<file path="config.mk">
export PLATFORM = sky130hd
export DESIGN_NAME = branch_queue
export DESIGN_NICKNAME = d
export VERILOG_FILES = /design/src/verilog/bpred_pkg.sv /design/src/verilog/branch_queue.sv
export SDC_FILE = /design/constraint.sdc
export NUM_CORES = 1
export LEC_CHECK = 0
export BUFFER_PORTS_ARGS = -buffer_cell sky130_fd_sc_hd__buf_2
export CORE_ASPECT_RATIO = 1.75
export CORE_UTILIZATION = 55
export DETAILED_ROUTE_END_ITERATION = 10
export GPL_ROUTABILITY_DRIVEN = 1
export GPL_TIMING_DRIVEN = 0
export PLACE_DENSITY = 0.75
export SLEW_MARGIN = 20
export SYNTH_ARGS = -nofsm -noshare
export SYNTH_HDL_FRONTEND = slang
export SYNTH_SLANG_ARGS = --single-unit
</file>
<file path="constraint.sdc">
create_clock -name clk_i -period 10.9 [get_ports clk_i]
set_input_delay 2.18 -clock clk_i [delete_from_list [all_inputs] [get_ports clk_i]]
set_output_delay 2.18 -clock clk_i [all_outputs]
set_load 0.02 [all_outputs]
</file>
<file path="src/verilog/bpred_pkg.sv">
package bpred_pkg;

	// Packet handed out by fetch and held in the branch queue
	typedef struct packed {
		logic [31:0] pc;
		logic        pred_taken;
		logic [31:0] pred_next;  // Predicted next fetch address
	} fetch_pkt_t;

	// Execution outcome, arrives in program order
	typedef struct packed {
		logic        is_branch;
		logic        taken;
		logic [31:0] target;
	} resolve_t;

	// One training write into the predictor tables
	typedef struct packed {
		logic [31:0] pc;
		logic        taken;
		logic [31:0] target;
	} update_t;

	typedef struct packed {
		logic        valid;
		logic [31:0] pc;  // Corrected fetch address
	} redirect_t;

	// Bimodal counter states, ordered so that +1 moves toward taken
	localparam logic [1:0] CNT_STRONG_NT = 2'b00;
	localparam logic [1:0] CNT_WEAK_NT   = 2'b01;
	localparam logic [1:0] CNT_WEAK_T    = 2'b10;
	localparam logic [1:0] CNT_STRONG_T  = 2'b11;

endpackage

</file>
<file path="src/verilog/branch_queue.sv">
module branch_queue #(
	parameter int QUEUE_DEPTH = 4
) (
	input  logic                   clk_i,
	input  logic                   rst_i,
	input  logic                   push_valid_i,
	input  bpred_pkg::fetch_pkt_t  push_i,
	output logic                   push_ready_o,
	output logic                   pop_valid_o,
	output bpred_pkg::fetch_pkt_t  pop_o,
	input  logic                   pop_ready_i,
	input  logic                   flush_i
);

	localparam int PTR_W = (QUEUE_DEPTH > 1) ? $clog2(QUEUE_DEPTH) : 1;
	localparam int CNT_W = $clog2(QUEUE_DEPTH + 1);

	bpred_pkg::fetch_pkt_t mem_q [QUEUE_DEPTH];
	logic [PTR_W-1:0]      wr_ptr_q;
	logic [PTR_W-1:0]      rd_ptr_q;
	logic [CNT_W-1:0]      count_q;
	logic                  push;
	logic                  pop;

	// Wraps at the depth, which need not be a power of two
	function automatic logic [PTR_W-1:0] next_ptr(input logic [PTR_W-1:0] ptr);
		if (ptr == PTR_W'(QUEUE_DEPTH - 1))
			return '0;
		return ptr + 1'b1;
	endfunction

	assign push_ready_o = (count_q != CNT_W'(QUEUE_DEPTH));
	assign pop_valid_o  = (count_q != '0);
	assign pop_o        = mem_q[rd_ptr_q];
	assign push         = push_valid_i && push_ready_o;
	assign pop          = pop_valid_o && pop_ready_i;

	always_ff @(posedge clk_i) begin
		if (!rst_i || flush_i) begin  // Flush wins over push
			wr_ptr_q <= '0;
			rd_ptr_q <= '0;
			count_q  <= '0;
		end else begin
			if (push)
				wr_ptr_q <= next_ptr(wr_ptr_q);
			if (pop)
				rd_ptr_q <= next_ptr(rd_ptr_q);
			count_q <= count_q + CNT_W'(push) - CNT_W'(pop);
		end
	end

	always_ff @(posedge clk_i) begin
		if (push && !flush_i)
			mem_q[wr_ptr_q] <= push_i;
	end

endmodule

</file>
==> impl_metrics.json <==
{
  "status": "finished, final reports clean",
  "grt_pass1_vias": 4961,
  "drt-pass1-iter-count": 4,
  "cts_buffer_depth": 3,
  "synth_fp_nets": 467,
  "dpl_cell_area_sq_mm": 0.01118,
  "gr-total-overflow": 0,
  "ir_worst_vdd_uv": 139.4,
  "worstSetupStartpointType": "register",
  "grt.total_usage_pct": 20.25,
  "grt_max_degree": 18,
  "worstHoldStart": "wr_ptr_q[1]",
  "synth_area_per_cell_sq_um": 25.46,
  "vias": 4640,
  "syn-cell-area_sq_mm": 0.009902,
  "cts_hold_buf": 0,
  "fin_crit_ps": 4170,
  "via_per_inst": 5.584,
  "drt_wl_total_microns": 17880,
  "p_per_area_mw_per_mm2": 172.4,
  "dp_hpwl_microns": 12720,
  "path_clk_slew_ps": 60,
  "ant_nets": 0,
  "postSynthCellCount": 389,
  "worstPathArrival_ps": 1990,
  "critPathMaxStageDelay_ps": 540,
  "maxCapViolations": 0,
  "worst_pin_slew_ps": 749.2,
  "reg2reg_to": "mem_q[1][6]",
  "drive_gt1_share_pct": 47.66,
  "cts.sinks": 269,
  "yosysSeqAreaShare_pct": 80.67,
  "fin_crit_sh_pct": 38.25,
  "critical_path_class": "reg2out",
  "final_cell_mix": "edfxtp_1 (260), buf_2 (142), mux4_2 (65), clkbuf_16 (23), buf_4 (19)",
  "regToRegStartpoint": "count_q[1]",
  "rows": 64,
  "die_height_microns": 179.5,
  "max-slew-margin-rel_pct": 49.83,
  "root_buffer": "clkbuf_16",
  "reg2reg_depth": 7,
  "cp_max_fo": 10,
  "routedWlPerCell_microns": 21.51,
  "cts_buffers": 23,
  "fill_cells": 1102,
  "min_to": "wr_ptr_q[1]",
  "syn2layout_area_growth_pct": 20.21,
  "cts_tree": "built",
  "clk_latency_ps": 500,
  "required_ps": 8720,
  "rsz0062_at_grt": "no",
  "drc": 0,
  "initialDrtViolationCount": 245,
  "ios": 137,
  "max_freq_ghz": 0.2398,
  "core_sq_mm": 0.01754,
  "grt_pass1_wl_microns": 27500,
  "final_design_area_no_fill_sq_mm": 0.01190,
  "synth.distinct_cells": 27,
  "setup_violations": 0,
  "finalHoldViolCount": 0,
  "final_net_count": 660,
  "reg2reg_slack_ps": 8310,
  "maxSlewViolCount": 0,
  "cpMaxStageDelayCell": "mux4_2",
  "start_util_pct": 56.46,
  "synth-seq-cells": 269,
  "die_area_sq_mm": 0.01857,
  "gp_congestion": 0.6876,
  "whs_path_depth": 2,
  "yosys_warnings": 0,
  "dp.cells": 788,
  "skew_ps": 10.21,
  "crit_chain": "buf_6 > buf_12 > mux4_2 > buf_2",
  "post-cts-setup-buffer-count": 0,
  "end_kind": "output port",
  "p_leak_nw": 4.058,
  "layout_commonest_cell": "edfxtp_1",
  "cts-resized-gates": 0,
  "stdcell_count": 831,
  "antenna_found_initial": 3,
  "portBuffers": 136,
  "dieWidth_microns": 103.4,
  "h-tree-depth": 1,
  "min_path_type": "reg2reg"
}
-- cells by family (layout without fill, tap and decap cells) --
family                     Yosys count  count (layout)  synth area share, %
DFF                                269             269                80.67
muxes                               67              67                14.99
and+or+nand+nor                     22              22                1.264
buffers and inverters               19             228                1.731
adders and majority gates            8               8                1.087
AOI/OAI and AO/OA                    3               3               0.1768
xor gates and xnor gates             1               1              0.08847
other                                0               2                    0
-- through the flow --
stage	worst slack (ps)	utilization (%)	TNS [ps]	hold slack, ps	power [mW]
finish	6730	67.87	0	515.3	2.052
global route	6646	67.87	0	548.5	2.115
CTS	6692	67.84	0	520.3	2.068
detailed placement	6578	63.78	0	504.9	1.302
global placement	-373.6	61.99	-81970	480.0	1.295
floorplan	3237	-	0	462.9	1.250
-- cells in the mapped netlist --
| cell type | instances | area share (%) |
|---|---|---|
| nor2b_1 | 1 | 0.063 |
| buf_2 | 6 | 0.30 |
| and2_1 | 2 | 0.13 |
| or3_1 | 3 | 0.19 |
| mux4_2 | 65 | 15 |
| nand2b_1 | 1 | 0.063 |
| xor2_1 | 1 | 0.088 |
| edfxtp_1 | 260 | 79 |
| mux2i_1 | 2 | 0.20 |
| nand2_2 | 1 | 0.063 |
| buf_4 | 1 | 0.076 |
| nor3_1 | 1 | 0.050 |
| nand2_1 | 5 | 0.19 |
| or3b_1 | 1 | 0.088 |
| nand3_1 | 1 | 0.050 |
| buf_12 | 5 | 1.0 |
| clkbuf_1 | 1 | 0.038 |
| dfxtp_1 | 9 | 1.8 |
| nor2_1 | 2 | 0.076 |
| o21ai_0 | 1 | 0.050 |
| fa_1 | 1 | 0.20 |
| o31ai_1 | 1 | 0.076 |
| ha_1 | 7 | 0.88 |
| inv_1 | 5 | 0.19 |
| nor3b_1 | 4 | 0.30 |
| buf_6 | 1 | 0.11 |
| a21oi_1 | 1 | 0.050 |
-- area by class of cell --
type                    count  area, sq um  share of cell area, %
clock inverters             9        83.83                 0.7043
well taps                 231        289.0                  2.428
diodes                      2        5.005                0.04205
flip-flops and latches    269         7988                  67.11
multi-input cells         101         1763                  14.81
repair buffers            168        973.4                  8.178
inverters                   5        18.77                 0.1577
plain buffers              14        152.6                  1.282
clock buffers              32        629.4                  5.287
-- sequential cells by signal, summed over array words and instances, names as in the netlist, named ones only --
name      count
mem_q       260
rd_ptr_q      2
wr_ptr_q      2
count_q       3
-- worst max path at each step --
stage | start | to | slack (ps)
6_report | register | pop_o[42] | 6730
5_1_grt | register | pop_o[37] | 6650
3_3_place_gp | push_valid_i | mem_q[0][53] | -370
3_5_place_dp | push_valid_i | mem_q[1][10] | 6580
2_1_floorplan | push_valid_i | mem_q[0][0] | 3240
4_1_cts | register | pop_o[37] | 6690
-- power by group --
group          internal (mW)  leakage (nW)  total [mW]  switching (mW)
logic                 0.0508          1.28       0.119          0.0681
clock network          0.430         0.342       0.774           0.343
registers               1.15          2.43        1.16         0.00514
-- critical path: cells and delay by family, from the launching register on --
family,cells,cell delay [ps]
multiplexers,1,540
buffers and inverters,3,590
flip-flops,1,350
-- metal layers --
metal	track usage, %	vias to the layer above	wire length (microns)
met5	0	-	10
met4	5.859	2	459
met3	3.733	36	919
met2	34.89	127	9798
met1	25.98	2428	6688
li1	-	2047	-
Note: power is estimated with default switching activity, not from simulation.
