### src/verilog/bpred_pkg.sv
package bpred_pkg;

	// Packet handed out by fetch and held in the branch queue
	typedef struct packed {
		logic [31:0] pc;
		logic        pred_taken;
		logic [31:0] pred_next;  // Predicted next fetch address
	} fetch_pkt_t;

	// Execution outcome, arrives in program order
	typedef struct packed {
		logic        is_branch;
		logic        taken;
		logic [31:0] target;
	} resolve_t;

	// One training write into the predictor tables
	typedef struct packed {
		logic [31:0] pc;
		logic        taken;
		logic [31:0] target;
	} update_t;

	typedef struct packed {
		logic        valid;
		logic [31:0] pc;  // Corrected fetch address
	} redirect_t;

	// Bimodal counter states, ordered so that +1 moves toward taken
	localparam logic [1:0] CNT_STRONG_NT = 2'b00;
	localparam logic [1:0] CNT_WEAK_NT   = 2'b01;
	localparam logic [1:0] CNT_WEAK_T    = 2'b10;
	localparam logic [1:0] CNT_STRONG_T  = 2'b11;

endpackage

### src/verilog/fetch_unit.sv
module fetch_unit #(
	parameter logic [31:0] RESET_PC = 32'h1000
) (
	input  logic                   clk_i,
	input  logic                   rst_i,
	input  logic                   push_ready_i,
	input  logic                   fetch_ready_i,
	output logic                   fetch_valid_o,
	output bpred_pkg::fetch_pkt_t  fetch_o,
	output logic [31:0]            lookup_pc_o,
	input  logic                   pred_taken_i,
	input  logic [31:0]            pred_next_i,
	input  bpred_pkg::redirect_t   redirect_i
);

	logic [31:0]           pc_q;
	logic                  active_q;  // Set one edge after reset
	logic                  held_q;    // Packet was offered but not taken
	bpred_pkg::fetch_pkt_t pkt_q;
	bpred_pkg::fetch_pkt_t live_pkt;
	logic                  xfer;

	assign lookup_pc_o = pc_q;

	always_comb begin
		live_pkt.pc         = pc_q;
		live_pkt.pred_taken = pred_taken_i;
		live_pkt.pred_next  = pred_next_i;
	end

	// A stalled packet keeps its first prediction even if the table trains meanwhile
	assign fetch_o = held_q ? pkt_q : live_pkt;

	// No issue into a full queue or on the wrong path
	assign fetch_valid_o = active_q && push_ready_i && !redirect_i.valid;
	assign xfer          = fetch_valid_o && fetch_ready_i;

	always_ff @(posedge clk_i) begin
		if (!rst_i) begin
			active_q <= 1'b0;
			held_q   <= 1'b0;
			pc_q     <= RESET_PC;
		end else begin
			active_q <= 1'b1;
			held_q   <= fetch_valid_o && !fetch_ready_i;
			if (redirect_i.valid)
				pc_q <= redirect_i.pc;
			else if (xfer)
				pc_q <= fetch_o.pred_next;
		end
	end

	always_ff @(posedge clk_i) begin
		if (fetch_valid_o && !fetch_ready_i)
			pkt_q <= fetch_o;
	end

endmodule

### config.mk
export PLATFORM = sky130hd
export DESIGN_NAME = fetch_unit
export DESIGN_NICKNAME = d
export VERILOG_FILES = /design/src/verilog/bpred_pkg.sv /design/src/verilog/fetch_unit.sv
export SDC_FILE = /design/constraint.sdc
export NUM_CORES = 1
export LEC_CHECK = 0
export BUFFER_PORTS_ARGS = -buffer_cell sky130_fd_sc_hd__buf_2
export CAP_MARGIN = 15
export CORE_MARGIN = 2
export CORE_UTILIZATION = 48
export CTS_CLUSTER_DIAMETER = 200
export CTS_CLUSTER_SIZE = 16
export DETAILED_ROUTE_END_ITERATION = 7
export MAX_ROUTING_LAYER = met4
export PLACE_DENSITY = 0.8
export SETUP_SLACK_MARGIN = 0.05
export SLEW_MARGIN = 20
export SYNTH_ARGS = -nofsm -noshare
export SYNTH_HDL_FRONTEND = slang
export SYNTH_SLANG_ARGS = --single-unit
export TNS_END_PERCENT = 1
### constraint.sdc
create_clock -name clk_i -period 8.25 [get_ports clk_i]
set_clock_uncertainty 0.2 [all_clocks]
set_input_delay 0.825 -clock clk_i [delete_from_list [all_inputs] [get_ports clk_i]]
set_output_delay 0.825 -clock clk_i [all_outputs]
set_load 0.005 [all_outputs]
==> impl_metrics.py <==
metrics = {
    "finish": {
        "fin_util_pct": 63.0,
        "fillers": 658,
        "fin_nets": 523,
        "flow.area_growth_from_synthesis_pct": 25.5,
        "antenna-diode-count": 0,
        "fin_area_mm2": 0.00523,
        "post_route_cells_drive_above_1_share_pct": 55.1,
    },
    "pwr": {
        "static-leakage-power_nw": 2.30,
        "switching_power_mw": 0.224,
        "intPower_mw": 0.743,
        "post-layout-total-power_mw": 0.968,
        "clockPowerShare_pct": 30.5,
        "power_per_cell_area_mw_per_mm2": 185,
        "netSwitchingFraction_pct": 23.2,
        "sequentialPowerShare_pct": 57.5,
        "irDropWorstVdd_mv": 0.0978,
        "power.share.combinational_pct": 11.9,
    },
    "min_path": {
        "hold_path_depth": 2,
        "holdCritPathClass": "reg2reg",
        "end_point_of_the_worst_hold_path": "lookup_pc_o[23]",
        "min-delay-start": "lookup_pc_o[23]",
    },
    "timing": {
        "setup_viol": 0,
        "final_hold_vios": 0,
        "timing.final.ws_setup_ps": 4880,
        "grt_setup_unrepaired": "no",
        "post-route-period-util_pct": 40.8,
        "fin_crit_ps": 3370,
        "max_freq_ghz": 0.297,
        "timing.final.max_slew_violations": 0,
        "fin_tns_setup_ps": 0,
        "timing_worst_slew_pin_value_ps": 881,
        "maxSlewHeadroom_pct": 41.3,
    },
    "detailed_routing": {
        "via_per_inst": 5.62,
        "avgRoutedWirePerCell_um": 18.6,
        "length_of_the_first_detailed_routing_pass_in_iterations": 4,
        "sum_of_routed_wire_length_over_all_layers_mm": 10.4,
        "drc_errors": 0,
        "ant_nets": 0,
        "initialDrtViolationCount": 144,
        "num_vias": 3159,
    },
    "clock_tree": {
        "cts.hold.buffers_added": 0,
        "clk_pin_slew_worst_paths_ps": 90,
        "ctsRootBufferMaster": "sky130_fd_sc_hd__clkbuf_8",
        "clock_sink_count": 99,
        "worst_skew_pair.late_latency_ps": 360,
        "htreeDepth": 3,
        "numCtsBuffers": 9,
        "max-clock-path-buffers": 2,
        "cts_resized": 0,
        "cts_post_setup_buffers_inserted": 0,
        "cts_tree": "done",
    },
    "logic_synthesis": {
        "cells_after_synthesis": 294,
        "syn_area_mm2": 0.00416,
        "ys_types": 18,
        "ys_seq_area_share_pct": 63.2,
        "synth.ff_latch_count": 99,
        "syn_avg_cell_area_um2": 14.2,
        "postSynthNetCount": 364,
        "synth.yosys.warnings": 0,
    },
    "setup_path": {
        "worst-path-max-fanout": 35,
        "worst_case_register_to_register_setup_slack_ps": 5820,
        "crit_arrival_ps": 2340,
        "worst_ep_required_time_ps": 7220,
        "setup.worst_path.class": "reg2out",
        "worst-r2r-cell-count": 4,
        "timing.rr.start": "held_q",
        "crit_path_end_kind": "output port",
        "crit_start_category": "register",
        "regToRegEndpoint": "lookup_pc_o[0]",
    },
    "global_routing": {
        "global_route_wire_length_before_repair_mm": 16.5,
        "pin_count_of_the_biggest_net_entering_global_routing": 67,
        "groute.usage.overall_pct": 22.6,
        "initial_antenna_violation_count": 0,
        "grt_pass1_vias": 3118,
        "grt_overflow_total": 0,
    },
    "placed_design": {
        "place.port_buffers": 167,
        "pre_cts_slack_ps": 5260,
        "globalplace.congestion": 0.868,
        "placement.cell_area_mm2": 0.00505,
        "dp_hpwl_mm": 7.12,
    },
    "floorplanning": {
        "total_core_area_mm2": 0.00830,
        "io-pin-count": 168,
        "initial_core_utilization_pct": 50.2,
        "placement_row_count": 33,
        "die_area_mm2": 0.00944,
        "fp.dieW_um": 97.1,
        "fp.dieH_um": 97.1,
    },
    "status": {
        "run_status": "finished, final reports clean",
    },
    "flow_run": {
        "drv.max_cap_violation_count": 0,
    },
}
==> per-stage QoR <==
| stage | hold slack, ps | cells |
|---|---|---|
| final | 266 | 562 |
| after global routing | 292 | 562 |
| after CTS | 270 | 562 |
| after detailed placement | 256 | 547 |
| after global placement | 248 | 547 |
| after floorplan | 257 | 294 |
==> power groups by stage <==
stage | registers, mW | clock network (mW) | logic (mW)
2_1_floorplan | 0.567 | 0 | 0.0564
3_3_place_gp | 0.567 | 0 | 0.113
3_5_place_dp | 0.569 | 0 | 0.116
4_1_cts | 0.557 | 0.303 | 0.116
5_1_grt | 0.560 | 0.320 | 0.126
6_report | 0.557 | 0.295 | 0.116
==> layout make-up <==
cell class	count	area, µm²	share of cell area, %
Sequential cell	99	2630	50.4
Tap cell	105	131	2.51
Timing Repair Buffer	173	881	16.9
Clock inverter	3	41.3	0.790
Multi-Input combinational cell	170	1400	26.8
Clock buffer	12	135	2.59
==> cell usage in the layout (no fill, tap or decap), drive strengths merged <==
| master | n |
|---|---|
| buf | 173 |
| edfxtp | 65 |
| mux2 | 65 |
| dfxtp | 34 |
| nand2 | 33 |
| nand3 | 32 |
| a32oi | 31 |
| clkbuf | 12 |
| nor2 | 3 |
| and2 | 2 |
| nor3 | 1 |
| nor2b | 1 |
| and3 | 1 |
| o311ai | 1 |
| clkinv | 1 |
| clkinvlp | 1 |
| bufinv | 1 |
==> per-layer routing <==
metal,vias to the layer above,global-route usage (%),wire (µm)
met5,-,-,0
met1,1554,27.3,4330
li1,1447,-,-
met2,143,37.9,5270
met3,15,3.81,657
met4,0,8.99,163
==> synth_stat cells <==
cell type / instances / share of area, %
sky130_fd_sc_hd__nor3_1: 1 / 0.12
sky130_fd_sc_hd__buf_1: 1 / 0.090
sky130_fd_sc_hd__buf_6: 3 / 0.81
sky130_fd_sc_hd__o311ai_1: 1 / 0.21
sky130_fd_sc_hd__and3_1: 1 / 0.15
sky130_fd_sc_hd__a32oi_1: 31 / 6.5
sky130_fd_sc_hd__mux2_4: 14 / 5.0
sky130_fd_sc_hd__nor2_1: 3 / 0.27
sky130_fd_sc_hd__clkbuf_1: 7 / 0.63
sky130_fd_sc_hd__and2_1: 2 / 0.30
sky130_fd_sc_hd__nand2_1: 33 / 3.0
sky130_fd_sc_hd__dfxtp_1: 34 / 16
sky130_fd_sc_hd__nor2b_1: 1 / 0.15
sky130_fd_sc_hd__buf_2: 11 / 1.3
sky130_fd_sc_hd__mux2_2: 51 / 14
sky130_fd_sc_hd__nand3_1: 32 / 3.8
sky130_fd_sc_hd__edfxtp_1: 65 / 47
sky130_fd_sc_hd__buf_4: 3 / 0.54
==> worst max-delay path by stage <==
stage                         from           to  cells past startpoint
global route                held_q   fetch_o[0]                      3
detailed placement          held_q   fetch_o[0]                      3
finish                      held_q   fetch_o[0]                      3
global placement            held_q  fetch_o[12]                      3
CTS                         held_q   fetch_o[0]                      3
floorplan           redirect_i[32]     pkt_q[0]                      1
==> worst max-delay path, cell delays in order, from the launching register on <==
cell and delay [ps]:
sky130_fd_sc_hd__dfxtp_2 820, sky130_fd_sc_hd__buf_4 590, sky130_fd_sc_hd__mux2_2 420, sky130_fd_sc_hd__buf_2 140
==> cell families after synthesis <==
group,synth area share (%)
AND/OR/NAND/NOR,7.81
multiplexers,18.8
flip-flops,63.2
buffers and inverters,3.40
AO/OA/AOI/OAI,6.73
==> state kept, by name, summed over array words and instances, names as in the netlist <==
signal	count
pkt_q	65
lookup_pc_o	32
active_q	1
held_q	1
(Power assumes the default switching activity.)
