[config.mk]
export PLATFORM = sky130hd
export DESIGN_NAME = branch_resolver
export DESIGN_NICKNAME = d
export VERILOG_FILES = /design/src/verilog/bpred_pkg.sv /design/src/verilog/branch_resolver.sv
export SDC_FILE = /design/constraint.sdc
export NUM_CORES = 1
export LEC_CHECK = 0
export ABC_CLOCK_PERIOD_IN_PS = 9300
export BUFFER_PORTS_ARGS = -buffer_cell sky130_fd_sc_hd__buf_4
export CORE_MARGIN = 2
export CORE_UTILIZATION = 49
export DETAILED_ROUTE_END_ITERATION = 10
export GPL_TIMING_DRIVEN = 0
export PLACE_DENSITY_LB_ADDON = 0.1
export SLEW_MARGIN = 20
export SYNTH_ARGS = -nofsm -noshare
export SYNTH_HDL_FRONTEND = slang
export SYNTH_SLANG_ARGS = --single-unit
[constraint.sdc]
create_clock -name clk_i -period 9.3 [get_ports clk_i]
set_input_delay 1.395 -clock clk_i [delete_from_list [all_inputs] [get_ports clk_i]]
set_output_delay 1.395 -clock clk_i [all_outputs]
set_load 0.1 [all_outputs]
[src/verilog/bpred_pkg.sv]
package bpred_pkg;

	// Packet handed out by fetch and held in the branch queue
	typedef struct packed {
		logic [31:0] pc;
		logic        pred_taken;
		logic [31:0] pred_next;  // Predicted next fetch address
	} fetch_pkt_t;

	// Execution outcome, arrives in program order
	typedef struct packed {
		logic        is_branch;
		logic        taken;
		logic [31:0] target;
	} resolve_t;

	// One training write into the predictor tables
	typedef struct packed {
		logic [31:0] pc;
		logic        taken;
		logic [31:0] target;
	} update_t;

	typedef struct packed {
		logic        valid;
		logic [31:0] pc;  // Corrected fetch address
	} redirect_t;

	// Bimodal counter states, ordered so that +1 moves toward taken
	localparam logic [1:0] CNT_STRONG_NT = 2'b00;
	localparam logic [1:0] CNT_WEAK_NT   = 2'b01;
	localparam logic [1:0] CNT_WEAK_T    = 2'b10;
	localparam logic [1:0] CNT_STRONG_T  = 2'b11;

endpackage

[src/verilog/branch_resolver.sv]
module branch_resolver (
	input  logic                   clk_i,
	input  logic                   rst_i,
	input  logic                   res_valid_i,
	input  bpred_pkg::resolve_t    res_i,
	output logic                   res_ready_o,
	input  logic                   head_valid_i,
	input  bpred_pkg::fetch_pkt_t  head_i,
	output logic                   pop_o,
	output logic                   update_valid_o,
	output bpred_pkg::update_t     update_o,
	output bpred_pkg::redirect_t   redirect_o,
	output logic [15:0]            mispredicts_o
);

	logic        xfer;
	logic [31:0] correct_next;
	logic        mispredict;
	logic [15:0] mispredicts_q;

	// Outcome pairs with the oldest in-flight fetch
	assign res_ready_o = head_valid_i;
	assign xfer        = res_valid_i && head_valid_i;
	assign pop_o       = xfer;

	always_comb begin
		if (res_i.is_branch && res_i.taken)
			correct_next = res_i.target;
		else
			correct_next = head_i.pc + 32'd4;  // Fall through
	end

	assign mispredict = xfer && (correct_next != head_i.pred_next);

	always_comb begin
		redirect_o.valid = mispredict;
		redirect_o.pc    = correct_next;
	end

	// Non-branches leave the tables alone
	assign update_valid_o = xfer && res_i.is_branch;

	always_comb begin
		update_o.pc     = head_i.pc;
		update_o.taken  = res_i.taken;
		update_o.target = res_i.target;
	end

	always_ff @(posedge clk_i) begin
		if (!rst_i)
			mispredicts_q <= '0;
		else if (mispredict)
			mispredicts_q <= mispredicts_q + 16'd1;  // Wraps
	end

	assign mispredicts_o = mispredicts_q;

endmodule

==> results of run 1 <==
## cells in the mapped netlist (all sizes together), types with 4 or more instances
cell type	instances	share of area
nand2b	6	0.010
buf	73	0.15
xnor2	41	0.096
or4	10	0.021
nor2	25	0.025
xor2	31	0.075
o211ai	6	0.012
or3	20	0.034
nor3	9	0.012
a21oi	31	0.048
and3	9	0.015
nand4	19	0.032
nand3	25	0.038
inv	17	0.017
clkbuf	19	0.019
nor4	9	0.022
nor4b	4	0.0094
dfxtp	16	0.086
o21ai	39	0.058
o22ai	5	0.0084
o221ai	4	0.0094
o31ai	6	0.012
nand2	63	0.064
## worst max-delay path by stage
stage	startpoint	to	slack (ns)	depth (start not counted)
final	head_i[35]	redirect_o[32]	2.64	13
after global routing	head_i[39]	redirect_o[32]	2.48	15
after CTS	head_i[35]	redirect_o[32]	2.47	15
after detailed placement	head_i[35]	redirect_o[32]	2.48	15
after global placement	head_i[35]	redirect_o[32]	2.43	15
after floorplan	head_i[39]	redirect_o[32]	1.81	12
## per-layer routing
metal  vias to the layer above  track usage  wire length, um
met5                         -            0                0
met4                         0        0.135              534
met3                        50       0.0481             1940
met2                       379        0.665             7800
met1                      2354        0.439             5660
li1                       2317            -                -
## placed cells by master (no fill, tap or decap), types with 3 or more instances in the layout
master and count:
buf_4 278, nand2_1 63, xnor2_1 41, o21ai_0 32, xor2_1 30, nor2_1 25, a21oi_1 25, nand3_1 23
or3_1 20, clkbuf_1 19, nand4_1 19, inv_1 17, dfxtp_1 16, and3_1 9, or4_1 9, nor3_1 9
o211ai_1 6, o31ai_1 6, nand2b_1 6, o21ai_2 6, a21oi_2 6, o22ai_1 5, nor4_1 5, o221ai_1 4
nor4b_1 4, clkbuf_8 4, nor4_2 3, nand3b_1 3, a22oi_1 3, o2111ai_1 3, a311oi_1 3
## where the power goes
| part | switching [uW] | leakage [uW] | internal, uW |
|---|---|---|---|
| registers | 1.06 | 0.000129 | 69.1 |
| logic | 313 | 0.00219 | 117 |
| clock network | 26.5 | 0.0000288 | 37.7 |
## critical path, cell delays in order
cell	delay (ns)
buf_4	0.15
nand4_1	0.38
or4_1	0.73
nor3_1	0.46
o21ai_0	0.25
or4_4	0.58
a2111oi_4	0.40
a21o_4	0.24
buf_8	0.14
buf_12	0.14
inv_1	0.04
buf_4	0.12
buf_4	0.22
## kinds of logic after synthesis
logic type | count (synthesis)
AOI/OAI and AO/OA | 129
xor gates and xnor gates | 72
adders and majority gates | 2
buffers and inverters | 109
DFF | 16
muxes | 1
and+or+nand+nor | 212
## stage by stage
stage                     instances  worst slack, ns
after floorplan                 541             1.81
after global placement          851             2.43
after detailed placement        851             2.48
after CTS                       855             2.47
after global routing            855             2.48
final                           855             2.64
## area by class of cell
| class | count | share of cell area |
|---|---|---|
| plain buffers | 92 | 0.114 |
| clock buffers | 4 | 0.0100 |
| inverters | 17 | 0.0116 |
| multi-input cells | 416 | 0.495 |
| flip-flops and latches | 16 | 0.0583 |
| well taps | 99 | 0.0225 |
| repair buffers | 211 | 0.288 |
==> impl_metrics.py, run 1 <==
metrics = {
    "detailed_routing": {
        "totalWireLength_mm": 15.9,
        "vias_per_cell": 5.96,
        "antenna_left": 0,
        "drt_iter0_drc": 446,
        "avgRoutedWirePerCell_um": 18.6,
        "vias": 5100,
        "firstDrtPassIters": 5,
        "drc": 0,
    },
    "die": {
        "die_w_um": 91.2,
        "ios": 220,
        "rows": 31,
        "start_util": 0.510,
        "die_area_um2": 8310,
        "die_y_um": 91.2,
        "core_um2": 7290,
    },
    "hold_path": {
        "hold_depth": 2,
        "hold_end": "mispredicts_o[10]",
        "hp-class": "reg2reg",
        "hp-start": "mispredicts_o[10]",
    },
    "yosys": {
        "yosysWarningCount": 0,
        "ys_ff_latch": 16,
        "syn-num-nets": 646,
        "synthAdderAreaFrac": 0.00672,
        "synthArstFlopShare": 0,
        "ys_seq_area_frac": 0.0861,
        "synth_cell_type_count": 71,
        "synth_compound_area_frac": 0.240,
        "synth-edff-count": 0,
        "yosys.area_share.simple": 0.307,
        "synth_mux_area_frac": 0.00269,
        "synth_top_family_by_area": "simple AND/OR/NAND/NOR gates",
        "synth.avg_cell_area_um2": 6.88,
        "ys.flop_type": "dfxtp_1",
        "synthXorXnorAreaFrac": 0.171,
        "syn_inst": 541,
        "syn_area_um2": 3720,
    },
    "clock_tree": {
        "clockBufferDepth": 2,
        "cts_made_buffers": 3,
        "clkLatencyLatePin_ns": 0.26,
        "tritoncts": "built",
        "cts-htree-levels": 1,
        "post_cts_buffers": 0,
        "cts_hold_buf": 0,
        "cts_resized": 0,
        "cts_sinks": 16,
        "cts_root_buf": "clkbuf_8",
        "cts.clk_slew.worst_paths_ns": 0.07,
    },
    "worst_setup_path": {
        "critPathMaxFanout": 10,
        "worstPathArrival_ns": 5.26,
        "r2r_slack_ns": 7.37,
        "r2r_end": "mispredicts_o[10]",
        "rr_worst_depth": 5,
        "r2r-start": "mispredicts_o[0]",
        "required_ns": 7.91,
        "end_kind": "output pin",
        "start_kind": "input pin",
        "critPathKind": "in2out",
    },
    "placed_design": {
        "placed_cell_area_um2": 5430,
        "gp_congestion": 1.08,
        "dpl.hpwl_mm": 12.8,
        "port_buffers": 211,
    },
    "flow_run": {
        "drv_cap": 0,
    },
    "timing": {
        "rsz0062_at_grt": "false",
        "period_share": 0.716,
        "fmax_ghz": 0.150,
        "setup_viol_count_final": 0,
        "final.setup.tns_ns": 0,
        "max_slew_margin": 0.438,
        "tightest_slew_ns": 0.835,
        "period_minus_slack_ns": 6.66,
        "slew_violations": 0,
        "whs_ns": 0.507,
        "skew_ns": 0.00349,
        "hold_viol": 0,
    },
    "final_layout": {
        "multi_input_area_um2": 2720,
        "final_layout_size_suffix_gt1_frac": 0.410,
        "final_nets": 862,
        "area_delta_synth_final_pct": 47.6,
        "fin_area_um2": 5500,
        "largest_reg_flops": 16,
        "nFillCells": 589,
        "postLayoutCoreUtil": 0.754,
        "register_area_um2": 320,
        "n_antenna_cell": 0,
    },
    "global_routing": {
        "overflow": 0,
        "grt_pass1_wl_mm": 24.8,
        "grt_pass1_vias": 4866,
        "antenna_found_initial": 0,
        "grt_start_max_net_pins": 11,
        "grt_usage": 0.367,
    },
    "pwr": {
        "p_leak_uw": 0.00234,
        "power_uw": 564,
        "power_density_nw_per_um2": 103,
        "peakVddDrop_mv": 0.0941,
    },
    "status": {
        "outcome": "complete, no violations",
    },
}
No activity file was read; power rests on OpenSTA's default activity.
==> run 2: changes to the inputs <==
Settings changed: ABC_AREA from default to 1, ABC_CLOCK_PERIOD_IN_PS 9300 to 6000, CORE_UTILIZATION 49 to 41.
Clock period 9.3 ns to 6 ns, I/O delays scaled along.
==> impl_metrics.py, run 2 <==
metrics = {
    "yosys": {
        "syn_area_um2": 3620,
        "syn_inst": 720,
        "synthArstFlopShare": 0,
        "ys_seq_area_frac": 0.0886,
        "yosysWarningCount": 0,
        "ys_ff_latch": 16,
        "ys.flop_type": "dfxtp_1",
        "synth_common_cells": "nand2_1, inv_1, nor2_1, nand3_1, buf_4",
        "synth-edff-count": 0,
        "syn-num-nets": 825,
        "synth_top_area_frac": 0.284,
        "yosys.area.top_type": "nand2_1",
        "yosysMostFrequentCell": "nand2_1",
        "synth.avg_cell_area_um2": 5.02,
        "synth.area.top_cells": "nand2_1, buf_4, nand3_1, inv_1, nor2_1",
        "synth_cell_type_count": 28,
    },
    "pwr": {
        "peakVddDrop_mv": 0.115,
        "power_density_nw_per_um2": 155,
        "p_leak_uw": 0.00317,
    },
    "die": {
        "die_y_um": 97.9,
        "die_w_um": 97.9,
        "ios": 220,
        "die_area_um2": 9590,
        "start_util": 0.419,
        "rows": 34,
        "core_um2": 8640,
    },
    "clock_tree": {
        "cts_root_buf": "clkbuf_8",
        "clockBufferDepth": 2,
        "post_cts_buffers": 0,
        "cts-htree-levels": 1,
        "cts_hold_buf": 0,
        "cts.clk_slew.worst_paths_ns": 0.07,
        "cts_sinks": 16,
        "cts_made_buffers": 3,
        "clkLatencyLatePin_ns": 0.26,
        "tritoncts": "built",
        "cts_resized": 0,
    },
    "worst_setup_path": {
        "r2r_slack_ns": 4.04,
        "critPathMaxStageDelay_ns": 0.42,
        "required_ns": 5.10,
        "r2r_end": "mispredicts_o[15]",
        "r2r-start": "mispredicts_o[2]",
        "critPathMaxFanout": 10,
        "critPathKind": "in2out",
        "rr_worst_depth": 9,
        "endpoint": "redirect_o[32]",
        "cp_cell_sequence": "buf_4 -> nand2_2 -> buf_2 -> clkbuf_1 -> nand3_1 -> nand2_1 -> nand2_1 -> nand2_1 -> nand2_1 -> nor2_1 -> nand2_1 -> nor2_1 -> nand3_1 -> buf_2 -> nand2_1 -> inv_1 -> buf_4 -> buf_4",
        "worstPathArrival_ns": 3.33,
        "end_kind": "output pin",
        "crit_top_cell": "nand2_1",
        "startpoint": "res_i[33]",
        "cpMaxStageDelayCell": "clkbuf_1",
        "start_kind": "input pin",
    },
    "timing": {
        "fmax_ghz": 0.236,
        "skew_ns": 0.00205,
        "setup_viol_count_final": 0,
        "period_share": 0.705,
        "final.setup.tns_ns": 0,
        "tightest_slew_ns": 0.603,
        "rsz0062_at_grt": "false",
        "hold_viol": 0,
        "whs_ns": 0.547,
        "max_slew_margin": 0.592,
        "period_minus_slack_ns": 4.23,
        "fin_ws_ns": 1.77,
        "slew_violations": 0,
    },
    "placed_design": {
        "dpl.hpwl_mm": 11.5,
        "gp_congestion": 0.922,
        "pre_cts_ws_ns": 1.77,
        "placed_cells_incl_taps": 1045,
        "port_buffers": 217,
    },
    "final_layout": {
        "area_delta_synth_final_pct": 50.3,
        "final_nets": 1047,
        "instances_no_fill": 1049,
        "n_antenna_cell": 0,
        "final_layout_size_suffix_gt1_frac": 0.357,
        "largest_reg_flops": 16,
        "final_common_cell": "buf_4",
        "final_cell_mix": "buf_4, nand2_1, inv_1",
    },
    "global_routing": {
        "grt_usage": 0.264,
        "grt_start_max_net_pins": 11,
        "grt_pass1_wl_mm": 21.2,
        "grt_pass1_vias": 4627,
        "antenna_found_initial": 0,
        "overflow": 0,
    },
    "detailed_routing": {
        "firstDrtPassIters": 4,
        "vias_per_cell": 4.77,
        "antenna_left": 0,
        "vias": 5000,
        "totalWireLength_mm": 13.3,
        "drc": 0,
        "avgRoutedWirePerCell_um": 12.6,
        "drt_iter0_drc": 257,
    },
    "flow_run": {
        "drv_cap": 0,
    },
    "hold_path": {
        "hp-class": "reg2reg",
    },
    "status": {
        "outcome": "complete, no violations",
    },
}
==> run 2: changes by cell type after synthesis, moves of 15 or more <==
cell and delta:
xnor2_1 -41, or3_1 -20, nand3_1 +56, nand4_1 -15, nand2_1 +211, inv_1 +75, xor2_1 -30, o21ai_0 -30
nor2_1 +61, clkbuf_1 -17
==> run 2: kinds of logic (layout without fill, tap and decap cells) <==
family	Yosys count	after routing	share of synthesized area
adders and majority gates	2	2	0.00692
AOI/OAI and AO/OA	20	20	0.0291
DFF	16	16	0.0886
buffers and inverters	172	393	0.255
and+or+nand+nor	510	510	0.621
==> run 2: how the worst min path moves through the flow <==
stage                 startpoint                 to  slack [ns]  cells past startpoint
2_1_floorplan  mispredicts_o[14]  mispredicts_o[14]        0.97                      3
3_3_place_gp   mispredicts_o[15]  mispredicts_o[15]        0.49                      2
3_5_place_dp    mispredicts_o[7]   mispredicts_o[7]        0.54                      2
4_1_cts         mispredicts_o[7]   mispredicts_o[7]        0.55                      2
5_1_grt        mispredicts_o[15]  mispredicts_o[15]        0.58                      2
6_report       mispredicts_o[15]  mispredicts_o[15]        0.55                      2
==> run 2: layout make-up <==
type | count | area [um2]
plain buffers | 78 | 568
clock buffers | 4 | 55.1
fillers | 848 | 3200
inverters | 94 | 353
multi-input cells | 532 | 2380
flip-flops and latches | 16 | 320
well taps | 108 | 135
repair buffers | 217 | 1630
==> run 2: per-stage QoR <==
step           power [uW]  cell area [um2]   util
6_report              845             5440  0.630
5_1_grt               881             5440  0.630
4_1_cts               846             5440  0.630
3_5_place_dp          745             5380  0.623
3_3_place_gp          742             5380  0.623
2_1_floorplan         579             3620      -
==> run 2: worst max-delay path: cells and delay by family <==
family                 cells  cell delay [ns]
buffers and inverters      7             1.38
and+or+nand+nor           11             1.04
==> run 2: metal layers <==
metal / up-vias / track usage / part of all wire
li1: 2587 / - / -
met1: 2177 / 0.324 / 0.42
met2: 214 / 0.482 / 0.49
met3: 22 / 0.0465 / 0.079
met4: 0 / 0.0524 / 0.017
met5: - / 0 / 0
==> run 2: where the power goes <==
group	internal [uW]	switching [uW]
clock network	58.4	43.2
logic	170	465
registers	107	1.18
total	335	509
==> run 3: changes to the inputs <==
Settings changed: ABC_CLOCK_PERIOD_IN_PS 6000 to 4400, CORE_UTILIZATION 41 to 45.
Clock period 6 ns to 4.4 ns, I/O delays scaled along.
==> impl_metrics.py, run 3 (synthesized netlist as in run 2, its figures left out) <==
metrics = {
    "final_layout": {
        "postLayoutCoreUtil": 0.699,
        "final_common_cell": "buf_4",
        "largest_reg_flops": 16,
        "n_antenna_cell": 0,
        "multi_input_area_um2": 2380,
        "final_layout_size_suffix_gt1_frac": 0.357,
        "nFillCells": 725,
        "final_cell_mix": "buf_4, nand2_1, inv_1",
        "area_delta_synth_final_pct": 50.1,
        "final_nets": 1047,
        "register_area_um2": 320,
    },
    "worst_setup_path": {
        "r2r_slack_ns": 2.44,
        "r2r_end": "mispredicts_o[15]",
        "r2r-start": "mispredicts_o[2]",
        "rr_worst_depth": 9,
        "critPathKind": "in2out",
        "critPathMaxFanout": 10,
        "worstPathArrival_ns": 3.13,
        "end_kind": "output pin",
        "start_kind": "input pin",
        "required_ns": 3.74,
    },
    "hold_path": {
        "hold_depth": 2,
        "hold_end": "mispredicts_o[15]",
        "hp-class": "reg2reg",
        "hp-start": "mispredicts_o[15]",
    },
    "die": {
        "die_y_um": 93.7,
        "ios": 220,
        "rows": 32,
        "start_util": 0.466,
        "die_w_um": 93.7,
        "die_area_um2": 8770,
        "core_um2": 7770,
    },
    "global_routing": {
        "grt_usage": 0.297,
        "met1_usage": 0.343,
        "grt_pass1_vias": 4750,
        "grt_pass1_wl_mm": 21.3,
        "top_usage_layer": "met2",
        "grt_start_max_net_pins": 11,
        "overflow": 0,
        "met2_usage": 0.569,
        "grt_use_met3": 0.0554,
        "antenna_found_initial": 0,
    },
    "clock_tree": {
        "cts_root_buf": "clkbuf_8",
        "cts_sinks": 16,
        "tritoncts": "built",
        "cts-htree-levels": 1,
        "post_cts_buffers": 0,
        "cts_made_buffers": 3,
        "cts.clk_slew.worst_paths_ns": 0.07,
        "clkLatencyLatePin_ns": 0.26,
        "cts_resized": 0,
        "cts_hold_buf": 0,
        "clockBufferDepth": 2,
    },
    "timing": {
        "rsz0062_at_grt": "false",
        "tightest_slew_ns": 0.642,
        "slew_violations": 0,
        "setup_viol_count_final": 0,
        "skew_ns": 0.00178,
        "final.setup.tns_ns": 0,
        "period_minus_slack_ns": 3.79,
        "max_slew_margin": 0.566,
        "hold_viol": 0,
        "fmax_ghz": 0.264,
        "period_share": 0.861,
    },
    "detailed_routing": {
        "avgRoutedWirePerCell_um": 12.8,
        "totalWireLength_mm": 13.3,
        "firstDrtPassIters": 5,
        "vias": 5130,
        "drt_iter0_drc": 297,
        "drc": 0,
        "antenna_left": 0,
        "vias_per_cell": 4.92,
    },
    "pwr": {
        "power_density_nw_per_um2": 212,
        "peakVddDrop_mv": 0.205,
        "p_leak_uw": 0.00317,
    },
    "status": {
        "outcome": "complete, no violations",
    },
    "placed_design": {
        "port_buffers": 217,
        "dpl.hpwl_mm": 11.6,
        "gp_congestion": 0.893,
    },
    "flow_run": {
        "drv_cap": 0,
    },
}
[run 3: cell counts in the layout (fill, tap and decap cells not counted)]
No cell type changed its count.
[run 3: worst max path at each step]
stage	start	slack [ns]	endpoint	depth (start not counted)
CTS	res_i[33]	0.62	redirect_o[32]	18
detailed placement	res_i[33]	0.62	redirect_o[32]	18
finish	res_i[33]	0.61	redirect_o[32]	18
floorplan	head_i[35]	0.63	redirect_o[32]	17
global route	res_i[33]	0.42	redirect_o[32]	18
global placement	res_i[33]	0.69	redirect_o[32]	18
[run 3: stage by stage]
stage	cell area, um2	std cells	hold WS (ns)	power [uW]	setup slack [ns]
floorplan	3620	720	0.943	789	0.631
global placement	5370	1039	0.505	1010	0.690
detailed placement	5370	1039	0.509	1020	0.623
CTS	5430	1043	0.526	1160	0.616
global route	5430	1043	0.570	1200	0.420
finish	5430	1043	0.517	1150	0.613
[run 3: worst max-delay path, stage by stage]
cell and delay [ns]:
buf_4 0.13, nand2_2 0.13, buf_2 0.25, clkbuf_1 0.41, nand3_1 0.18, nand2_1 0.12
nand2_1 0.05, nand2_1 0.10, nand2_1 0.07, nor2_1 0.08, nand2_1 0.06, nor2_1 0.12
nand3_1 0.11, buf_2 0.21, nand2_1 0.08, inv_1 0.04, buf_4 0.11, buf_4 0.22
[run 3: where the power goes]
group	total [uW]	internal [uW]	switching, uW	leakage, uW
registers	148	146	1.63	0.000129
clock network	136	79.6	56.2	0.0000288
logic	868	231	636	0.00301
total	1150	457	694	0.00317
[run 3: per-layer routing]
layer  wire length (um)  share of wire  vias to the layer above
li1                   -              -                     2593
met2               6610           0.50                      248
met4                252          0.019                        0
met5                  0              0                        -
met3               1190          0.089                       28
met1               5270           0.40                     2261
[run 3: cell type report]
class | count | share of cell area
repair buffers | 217 | 0.300
clock buffers | 4 | 0.0101
well taps | 102 | 0.0235
inverters | 94 | 0.0650
plain buffers | 78 | 0.105
multi-input cells | 532 | 0.438
flip-flops and latches | 16 | 0.0590
